## config.mk

```make
export PLATFORM = sky130hd
export DESIGN_NAME = axi_line_bridge
export DESIGN_NICKNAME = d
export VERILOG_FILES = /design/src/logic/bridge_pkg.sv /design/src/logic/read_arbiter.sv /design/src/logic/line_assembler.sv /design/src/logic/line_writer.sv /design/src/logic/axi_line_bridge.sv
export VERILOG_INCLUDE_DIRS = /design/src /design/src/logic
export SDC_FILE = /design/constraint.sdc
export NUM_CORES = 2
export LEC_CHECK = 0
export ABC_AREA = 0
export BUFFER_PORTS_ARGS = -buffer_cell sky130_fd_sc_hd__buf_2
export CAP_MARGIN = 20
export CORE_AREA = 3 3 713 715
export CTS_CLUSTER_DIAMETER = 60
export DETAILED_ROUTE_END_ITERATION = 8
export DIE_AREA = 0 0 716 718
export HOLD_SLACK_MARGIN = 0.03
export PLACE_DENSITY = 0.32
export SYNTH_ARGS = -nofsm -noshare
export SYNTH_HDL_FRONTEND = slang
export SYNTH_SLANG_ARGS = --single-unit
```

## constraint.sdc

```tcl
create_clock -name aclk -period 24.2 [get_ports aclk]
set_input_delay 4.84 -clock aclk [delete_from_list [all_inputs] [get_ports aclk]]
set_output_delay 4.84 -clock aclk [all_outputs]
set_load 0.02 [all_outputs]
```

## src/logic/bridge_macros.svh

```systemverilog
`ifndef BRIDGE_MACROS_SVH
`define BRIDGE_MACROS_SVH

// AXI side address width
`define BRIDGE_ADDR_W 32

// one AXI data beat, 4 bytes
`define BRIDGE_BEAT_W 32

// beats in one incrementing burst
`define BRIDGE_BEATS 16

// full cache line, BEATS x BEAT_W
`define BRIDGE_LINE_W 512

// read ports: 0 = instruction, 1 = data
`define BRIDGE_RD_PORTS 2

`endif

```

## src/logic/bridge_pkg.sv

```systemverilog
`include "bridge_macros.svh"

package bridge_pkg;

    typedef logic [`BRIDGE_ADDR_W-1:0] addr_t;
    typedef logic [`BRIDGE_BEAT_W-1:0] beat_t;

    // beat k sits at bits 32k+31 : 32k, first beat lowest
    typedef logic [`BRIDGE_LINE_W-1:0] line_t;

    // AXI burst encoding, only INCR is driven
    typedef enum logic [1:0] {
        BURST_FIXED = 2'b00,
        BURST_INCR  = 2'b01,
        BURST_WRAP  = 2'b10
    } burst_t;

    typedef enum logic [1:0] {
        RD_IDLE,
        RD_ADDR,
        RD_DATA
    } rd_state_t;

    typedef enum logic [1:0] {
        WR_IDLE,
        WR_ADDR,
        WR_DATA,
        WR_RESP
    } wr_state_t;

endpackage

```

## src/logic/read_arbiter.sv

```systemverilog
`timescale 1ns/1ps
`include "bridge_macros.svh"

module read_arbiter (
    input  logic                          aclk,
    input  logic                          aresetn,

    input  logic [`BRIDGE_RD_PORTS-1:0]   i_rd_req,
    input  bridge_pkg::addr_t             i_rd_addr [`BRIDGE_RD_PORTS],

    output logic [3:0]                    o_ar_id,
    output bridge_pkg::addr_t             o_ar_addr,
    output logic [7:0]                    o_ar_len,
    output logic [2:0]                    o_ar_size,
    output bridge_pkg::burst_t            o_ar_burst,
    output logic                          o_ar_valid,
    input  logic                          i_ar_ready,

    input  logic                          i_r_valid,
    input  logic                          i_r_last,
    output logic                          o_r_ready,

    output logic [`BRIDGE_RD_PORTS-1:0]   o_beat_valid,
    output logic                          o_beat_last
);

    localparam int GRANT_W = (`BRIDGE_RD_PORTS > 1) ? $clog2(`BRIDGE_RD_PORTS) : 1;

    bridge_pkg::rd_state_t          state_q;
    logic [GRANT_W-1:0]             grant_q;
    bridge_pkg::addr_t              addr_q;
    logic                           fin_q;       // done cycle of the last burst
    logic [`BRIDGE_RD_PORTS-1:0]    req_eff;
    logic [GRANT_W-1:0]             pick;
    logic                           r_hs;

    // the finished requester still holds its request in the done cycle
    always_comb
    begin
        req_eff = i_rd_req;
        if (fin_q)
            req_eff[grant_q] = 1'b0;
    end

    // fixed priority where the highest index wins
    always_comb
    begin
        pick = '0;
        for (int p = 0; p < `BRIDGE_RD_PORTS; p++)
        begin
            if (req_eff[p])
                pick = GRANT_W'(p);
        end
    end

    assign r_hs = i_r_valid & o_r_ready;

    always_ff @(posedge aclk or negedge aresetn)
    begin
        if (!aresetn)
        begin
            state_q <= bridge_pkg::RD_IDLE;
            grant_q <= '0;
            fin_q   <= 1'b0;
        end
        else
        begin
            fin_q <= r_hs & i_r_last;
            case (state_q)
                bridge_pkg::RD_IDLE:
                begin
                    if (|req_eff)
                    begin
                        grant_q <= pick;
                        state_q <= bridge_pkg::RD_ADDR;
                    end
                end
                bridge_pkg::RD_ADDR:
                    if (i_ar_ready)
                        state_q <= bridge_pkg::RD_DATA;
                bridge_pkg::RD_DATA:
                    if (r_hs && i_r_last)
                        state_q <= bridge_pkg::RD_IDLE;
                default:
                    state_q <= bridge_pkg::RD_IDLE;
            endcase
        end
    end

    // address latched together with the grant
    always_ff @(posedge aclk)
    begin
        if (state_q == bridge_pkg::RD_IDLE && |req_eff)
            addr_q <= i_rd_addr[pick];
    end

    assign o_ar_id    = {{(4-GRANT_W){1'b0}}, grant_q};
    assign o_ar_addr  = addr_q;
    assign o_ar_len   = 8'(`BRIDGE_BEATS - 1);
    assign o_ar_size  = 3'($clog2(`BRIDGE_BEAT_W / 8));
    assign o_ar_burst = bridge_pkg::BURST_INCR;
    assign o_ar_valid = (state_q == bridge_pkg::RD_ADDR);
    assign o_r_ready  = (state_q == bridge_pkg::RD_DATA);   // never back-pressure

    // steer each accepted beat to the granted assembler
    always_comb
    begin
        for (int p = 0; p < `BRIDGE_RD_PORTS; p++)
            o_beat_valid[p] = r_hs && (grant_q == GRANT_W'(p));
    end

    assign o_beat_last = i_r_last;

endmodule

```

## src/logic/line_assembler.sv

```systemverilog
`timescale 1ns/1ps
`include "bridge_macros.svh"

module line_assembler (
    input  logic                aclk,
    input  logic                aresetn,
    input  logic                i_beat_valid,
    input  logic                i_beat_last,
    input  bridge_pkg::beat_t   i_r_data,
    output bridge_pkg::line_t   o_rd_line,
    output logic                o_rd_done
);

    localparam int BUF_W = `BRIDGE_LINE_W - `BRIDGE_BEAT_W;

    // first 15 beats, newest at the top
    logic [BUF_W-1:0] buf_q;

    always_ff @(posedge aclk)
    begin
        if (i_beat_valid)
        begin
            buf_q <= {i_r_data, buf_q[BUF_W-1:`BRIDGE_BEAT_W]};
            if (i_beat_last)
                o_rd_line <= {i_r_data, buf_q};   // last beat goes straight on top
        end
    end

    always_ff @(posedge aclk or negedge aresetn)
    begin
        if (!aresetn)
            o_rd_done <= 1'b0;
        else
            o_rd_done <= i_beat_valid & i_beat_last;   // one cycle pulse
    end

endmodule

```

## src/logic/line_writer.sv

```systemverilog
`timescale 1ns/1ps
`include "bridge_macros.svh"

module line_writer (
    input  logic                aclk,
    input  logic                aresetn,

    input  logic                i_wr_req,
    input  bridge_pkg::addr_t   i_wr_addr,
    input  bridge_pkg::line_t   i_wr_line,

    output bridge_pkg::addr_t   o_aw_addr,
    output logic [7:0]          o_aw_len,
    output logic [2:0]          o_aw_size,
    output bridge_pkg::burst_t  o_aw_burst,
    output logic                o_aw_valid,
    input  logic                i_aw_ready,

    output bridge_pkg::beat_t   o_w_data,
    output logic                o_w_valid,
    output logic                o_w_last,
    input  logic                i_w_ready,

    input  logic                i_b_valid,
    output logic                o_b_ready,

    output logic                o_wr_done
);

    localparam int CNT_W = $clog2(`BRIDGE_BEATS);

    bridge_pkg::wr_state_t  state_q;
    bridge_pkg::addr_t      addr_q;
    bridge_pkg::line_t      line_q;      // lowest beat is the next to go
    logic [CNT_W-1:0]       cnt_q;
    logic                   start;
    logic                   w_hs;

    // ignore the request while done is still high, cache drops it next cycle
    assign start = (state_q == bridge_pkg::WR_IDLE) && i_wr_req && !o_wr_done;
    assign w_hs  = o_w_valid & i_w_ready;

    always_ff @(posedge aclk or negedge aresetn)
    begin
        if (!aresetn)
        begin
            state_q   <= bridge_pkg::WR_IDLE;
            cnt_q     <= '0;
            o_wr_done <= 1'b0;
        end
        else
        begin
            o_wr_done <= 1'b0;
            case (state_q)
                bridge_pkg::WR_IDLE:
                begin
                    if (start)
                    begin
                        cnt_q   <= '0;
                        state_q <= bridge_pkg::WR_ADDR;
                    end
                end
                bridge_pkg::WR_ADDR:
                    if (i_aw_ready)
                        state_q <= bridge_pkg::WR_DATA;
                bridge_pkg::WR_DATA:
                begin
                    if (w_hs)
                    begin
                        cnt_q <= cnt_q + 1'b1;
                        if (o_w_last)
                            state_q <= bridge_pkg::WR_RESP;
                    end
                end
                bridge_pkg::WR_RESP:
                begin
                    if (i_b_valid)
                    begin
                        o_wr_done <= 1'b1;
                        state_q   <= bridge_pkg::WR_IDLE;
                    end
                end
                default:
                    state_q <= bridge_pkg::WR_IDLE;
            endcase
        end
    end

    always_ff @(posedge aclk)
    begin
        if (start)
        begin
            addr_q <= i_wr_addr;
            line_q <= i_wr_line;
        end
        else if (w_hs)
            line_q <= {{`BRIDGE_BEAT_W{1'b0}}, line_q[`BRIDGE_LINE_W-1:`BRIDGE_BEAT_W]};
    end

    assign o_aw_addr  = addr_q;
    assign o_aw_len   = 8'(`BRIDGE_BEATS - 1);
    assign o_aw_size  = 3'($clog2(`BRIDGE_BEAT_W / 8));
    assign o_aw_burst = bridge_pkg::BURST_INCR;
    assign o_aw_valid = (state_q == bridge_pkg::WR_ADDR);

    assign o_w_data  = line_q[`BRIDGE_BEAT_W-1:0];
    assign o_w_valid = (state_q == bridge_pkg::WR_DATA);
    assign o_w_last  = o_w_valid && (cnt_q == CNT_W'(`BRIDGE_BEATS - 1));   // 16th beat
    assign o_b_ready = (state_q == bridge_pkg::WR_RESP);

endmodule

```

## src/logic/axi_line_bridge.sv

```systemverilog
`timescale 1ns/1ps
`include "bridge_macros.svh"

module axi_line_bridge (
    input  logic                          aclk,
    input  logic                          aresetn,

    // cache read ports, 0 = instruction, 1 = data
    input  logic [`BRIDGE_RD_PORTS-1:0]   i_rd_req,
    input  bridge_pkg::addr_t             i_rd_addr [`BRIDGE_RD_PORTS],
    output bridge_pkg::line_t             o_rd_line [`BRIDGE_RD_PORTS],
    output logic [`BRIDGE_RD_PORTS-1:0]   o_rd_done,

    // data cache write port
    input  logic                          i_wr_req,
    input  bridge_pkg::addr_t             i_wr_addr,
    input  bridge_pkg::line_t             i_wr_line,
    output logic                          o_wr_done,

    output logic [3:0]                    o_ar_id,
    output bridge_pkg::addr_t             o_ar_addr,
    output logic [7:0]                    o_ar_len,
    output logic [2:0]                    o_ar_size,
    output bridge_pkg::burst_t            o_ar_burst,
    output logic                          o_ar_valid,
    input  logic                          i_ar_ready,

    input  bridge_pkg::beat_t             i_r_data,
    input  logic                          i_r_last,
    input  logic                          i_r_valid,
    output logic                          o_r_ready,

    output bridge_pkg::addr_t             o_aw_addr,
    output logic [7:0]                    o_aw_len,
    output logic [2:0]                    o_aw_size,
    output bridge_pkg::burst_t            o_aw_burst,
    output logic                          o_aw_valid,
    input  logic                          i_aw_ready,

    output bridge_pkg::beat_t             o_w_data,
    output logic                          o_w_valid,
    output logic                          o_w_last,
    input  logic                          i_w_ready,

    input  logic                          i_b_valid,
    output logic                          o_b_ready
);

    logic [`BRIDGE_RD_PORTS-1:0] beat_valid;   // R handshake per port
    logic                        beat_last;

    read_arbiter u_read_arbiter (
        .aclk         (aclk),
        .aresetn      (aresetn),
        .i_rd_req     (i_rd_req),
        .i_rd_addr    (i_rd_addr),
        .o_ar_id      (o_ar_id),
        .o_ar_addr    (o_ar_addr),
        .o_ar_len     (o_ar_len),
        .o_ar_size    (o_ar_size),
        .o_ar_burst   (o_ar_burst),
        .o_ar_valid   (o_ar_valid),
        .i_ar_ready   (i_ar_ready),
        .i_r_valid    (i_r_valid),
        .i_r_last     (i_r_last),
        .o_r_ready    (o_r_ready),
        .o_beat_valid (beat_valid),
        .o_beat_last  (beat_last)
    );

    // one assembler per read port, all fed from the shared R data
    for (genvar p = 0; p < `BRIDGE_RD_PORTS; p++)
    begin : g_asm
        line_assembler u_line_assembler (
            .aclk         (aclk),
            .aresetn      (aresetn),
            .i_beat_valid (beat_valid[p]),
            .i_beat_last  (beat_last),
            .i_r_data     (i_r_data),
            .o_rd_line    (o_rd_line[p]),
            .o_rd_done    (o_rd_done[p])
        );
    end

    line_writer u_line_writer (
        .aclk       (aclk),
        .aresetn    (aresetn),
        .i_wr_req   (i_wr_req),
        .i_wr_addr  (i_wr_addr),
        .i_wr_line  (i_wr_line),
        .o_aw_addr  (o_aw_addr),
        .o_aw_len   (o_aw_len),
        .o_aw_size  (o_aw_size),
        .o_aw_burst (o_aw_burst),
        .o_aw_valid (o_aw_valid),
        .i_aw_ready (i_aw_ready),
        .o_w_data   (o_w_data),
        .o_w_valid  (o_w_valid),
        .o_w_last   (o_w_last),
        .i_w_ready  (i_w_ready),
        .i_b_valid  (i_b_valid),
        .o_b_ready  (o_b_ready),
        .o_wr_done  (o_wr_done)
    );

endmodule

```

==> metrics.txt <==
# TYPE chip_impl_metric gauge
chip_impl_info{name="run_status",value="completed"} 1
chip_impl_info{name="final_common_cell",value="edfxtp_1"} 1
chip_impl_metric{name="number_of_endpoints_failing_setup_at_the_final_stage",unit=""} 0
chip_impl_metric{name="cts.hold.buffers_added",unit=""} 0
chip_impl_info{name="most-common-layout-cells",value="edfxtp_1, buf_2, nand2_1"} 1
chip_impl_metric{name="antenna_found_initial",unit=""} 144
chip_impl_metric{name="timing.final.crit_share",unit="%"} 38.31
chip_impl_metric{name="overall_routed_net_length",unit="µm"} 327300
chip_impl_metric{name="power_per_cell_area",unit="nW/µm²"} 110.8
chip_impl_metric{name="place.port_buffers",unit=""} 1780
chip_impl_metric{name="postCtsSetupRepairBufs",unit=""} 0
chip_impl_info{name="synth_top_cells_by_area",value="edfxtp_1, nand2_1, buf_4, mux2_2, dfrtp_1"} 1
chip_impl_metric{name="htree_levels",unit=""} 5
chip_impl_metric{name="worst_pin_slew",unit="ns"} 1.200
chip_impl_metric{name="vias",unit=""} 44770
chip_impl_metric{name="totalPowerFinal",unit="mW"} 12.44
chip_impl_metric{name="core-area",unit="µm²"} 502000
chip_impl_info{name="worst_hold_path_type",value="reg -> reg"} 1
chip_impl_metric{name="synth_cell_types",unit=""} 34
chip_impl_info{name="tritoncts",value="built"} 1
chip_impl_metric{name="dpl_worst_slack",unit="ns"} 13.65
chip_impl_metric{name="crit_fanout",unit=""} 122
chip_impl_metric{name="via_per_instance_ratio",unit=""} 3.364
chip_impl_metric{name="fin_crit",unit="ns"} 9.272
chip_impl_metric{name="route.antenna.remaining_nets",unit=""} 0
chip_impl_info{name="start_kind",value="input port"} 1
chip_impl_metric{name="holdPathStages",unit=""} 0
chip_impl_metric{name="syn_avg_cell_area",unit="µm²"} 19.63
chip_impl_metric{name="postCtsResizedCells",unit=""} 0
chip_impl_metric{name="grt_pass1_vias",unit=""} 46570
chip_impl_metric{name="timing.hold.ws",unit="ns"} 0.4017
chip_impl_metric{name="mappedNetlistArea",unit="µm²"} 84830
chip_impl_info{name="yosys.area.top_type",value="edfxtp_1"} 1
chip_impl_metric{name="synth_top_area_share",unit="%"} 90.62
chip_impl_metric{name="tritoncts.num_buffers",unit=""} 337
chip_impl_metric{name="max-cap-violations",unit=""} 0
chip_impl_metric{name="grt_max_degree",unit=""} 165
chip_impl_metric{name="post-route-drc-count",unit=""} 0
chip_impl_info{name="cts_root_buffer",value="clkbuf_16"} 1
chip_impl_metric{name="synth_sequential_area_ratio",unit="%"} 91.01
chip_impl_metric{name="ys_warn_count",unit=""} 0
chip_impl_metric{name="drt-wirelength-per-cell",unit="µm"} 24.60
chip_impl_info{name="timing.setup.critical_path_class",value="in -> reg"} 1
chip_impl_metric{name="p_leak",unit="nW"} 40.66
chip_impl_metric{name="final_report_max_slew_violation_count",unit=""} 0
chip_impl_metric{name="cp_data_required_time",unit="ns"} 24.96
chip_impl_metric{name="drt_first_iter_violations",unit=""} 3321
chip_impl_metric{name="largest_clock_skew_in_the_final_design",unit="ns"} 0.09101
chip_impl_metric{name="layout_cell_share_with_drive_strength_beyond_1",unit="%"} 35.36
chip_impl_metric{name="reg2regPathDepth",unit=""} 11
chip_impl_metric{name="syn2layout_area_growth",unit="%"} 32.32
chip_impl_info{name="endpoint_kind",value="flop"} 1
chip_impl_metric{name="placed_cell_area",unit="µm²"} 101500
chip_impl_metric{name="ys_async_rst_share",unit="%"} 0.5052
chip_impl_metric{name="fmax",unit="MHz"} 107.9
chip_impl_metric{name="die_x",unit="µm"} 716
chip_impl_metric{name="global_route.usage.total",unit="%"} 12.15
chip_impl_metric{name="place.gp.congestion",unit=""} 0.8127
chip_impl_metric{name="numClockSinks",unit=""} 2573
chip_impl_info{name="synth-main-ff-cell",value="edfxtp_1"} 1
chip_impl_metric{name="post-route-worst-setup-slack",unit="ns"} 14.93
chip_impl_metric{name="slew-limit-headroom",unit="%"} 19.97
chip_impl_metric{name="final-hold-violation-count",unit=""} 0
chip_impl_metric{name="vdd_ir_drop_max",unit="V"} 0.00009207
chip_impl_metric{name="overflow",unit=""} 0
chip_impl_metric{name="syn_inst",unit=""} 4321
chip_impl_metric{name="rows",unit=""} 260
chip_impl_metric{name="detail_route.first_pass.iterations",unit=""} 5
chip_impl_metric{name="cts_max_path_buffers",unit=""} 4
chip_impl_metric{name="finish.instance_area",unit="µm²"} 112200
chip_impl_metric{name="setup_total_negative_slack",unit="ns"} 0
chip_impl_metric{name="worst-endpoint-arrival",unit="ns"} 10.03
chip_impl_metric{name="worst_setup_hold_path_clk_slew",unit="ns"} 0.05
chip_impl_metric{name="synth_seq_cells",unit=""} 2573
chip_impl_metric{name="initial_utilization",unit="%"} 16.90
chip_impl_metric{name="top_level_ports",unit=""} 1810
chip_impl_metric{name="die_area",unit="µm²"} 514100
chip_impl_metric{name="synth_enable_flop_cells",unit=""} 2560
chip_impl_metric{name="die_h",unit="µm"} 718
chip_impl_metric{name="detailedPlacementHpwl",unit="µm"} 245800
chip_impl_metric{name="worstSkewPairLatency",unit="ns"} 0.95
chip_impl_metric{name="wire_length_of_the_first_global_routing_pass",unit="µm"} 427300
chip_impl_info{name="grt_setup_unrepaired",value="false"} 1
chip_impl_metric{name="num-nets-final",unit=""} 6985
[critical path, stage by stage]
cell and delay [ns]:
buf_2 0.10, nor2b_4 0.14, buf_4 0.28, nand2_8 0.62
buf_4 0.58, buf_4 0.62, buf_4 0.48, buf_16 0.33
buf_4 0.81, buf_4 0.74, nand2_1 0.13, nand2_1 0.10
[area by class of cell]
cell class	instances	area, µm²
clock buffer	426	8860
clock inverter	176	1778
tap	6681	8359
timing repair buffer	1825	9424
antenna	33	82.58
multi-input combinational	1583	6504
fill	52990	389700
inverter	9	41.29
sequential	2573	77200
[path summary, 6_finish.rpt]
check                                                  endpoint                                 start  slack (ns)
setup reg to reg                       u_line_writer.line_q[31]               u_line_writer.o_wr_done       18.27
hold reg to reg            g_asm[0].u_line_assembler.buf_q[216]  g_asm[0].u_line_assembler.buf_q[248]        0.40
max in group asynchronous                u_line_writer.cnt_q[1]                               aresetn       19.85
hold / removal             g_asm[0].u_line_assembler.buf_q[216]  g_asm[0].u_line_assembler.buf_q[248]        0.40
setup / recovery                       u_line_writer.line_q[31]                              i_wr_req       14.93
min in group asynchronous   g_asm[1].u_line_assembler.o_rd_done                               aresetn        3.88
[cells by family after synthesis]
group / share of synthesized area (%)
other: 0.008853
and+or+nand+nor: 6.778
AOI/OAI and AO/OA: 0.1519
buffers and inverters: 1.519
muxes: 0.4617
adders and majority gates: 0.07375
DFF: 91.01
[per-layer routing]
layer / global-route usage (%) / vias up / part of all wire, %
li1: - / 19890 / -
met1: 13.35 / 22590 / 37
met2: 21.88 / 1702 / 52
met3: 4.213 / 557 / 8.5
met4: 3.692 / 32 / 3.2
met5: 0 / - / 0.062
[state kept, by name, indices dropped and copies added (netlist names), 2 cells and up]
| register | flops |
|---|---|
| g_asm.u_line_assembler.o_rd_done | 2 |
| g_asm.u_line_assembler.buf_q | 960 |
| u_line_writer.state_q | 2 |
| g_asm.u_line_assembler.o_rd_line | 1024 |
| u_read_arbiter.o_ar_addr | 32 |
| u_read_arbiter.state_q | 2 |
| u_line_writer.cnt_q | 4 |
| u_line_writer.o_aw_addr | 32 |
| u_line_writer.line_q | 512 |
[cell usage after synthesis (5+ instances only)]
master	n
ha_1	5
dfrtp_1	13
a22o_1	5
buf_2	57
inv_1	8
edfxtp_1	2560
clkbuf_1	8
buf_4	102
nand2_1	1447
mux2_2	33
and3_1	35
buf_6	15
[per-stage QoR]
step                util (%)  instances
floorplan                  -       4348
global placement       20.21      12670
detailed placement     20.22      12670
CTS                    22.33      13270
global route           22.35      13280
finish                 22.36      13310
[power by group]
part / switching, mW / internal (mW) / total, mW / leakage (nW)
Combinational: 1.14 / 0.360 / 1.50 / 12.0
Clock: 2.03 / 2.79 / 4.81 / 5.12
Sequential: 0.280 / 5.84 / 6.12 / 23.5
(Power assumes the default switching activity.)
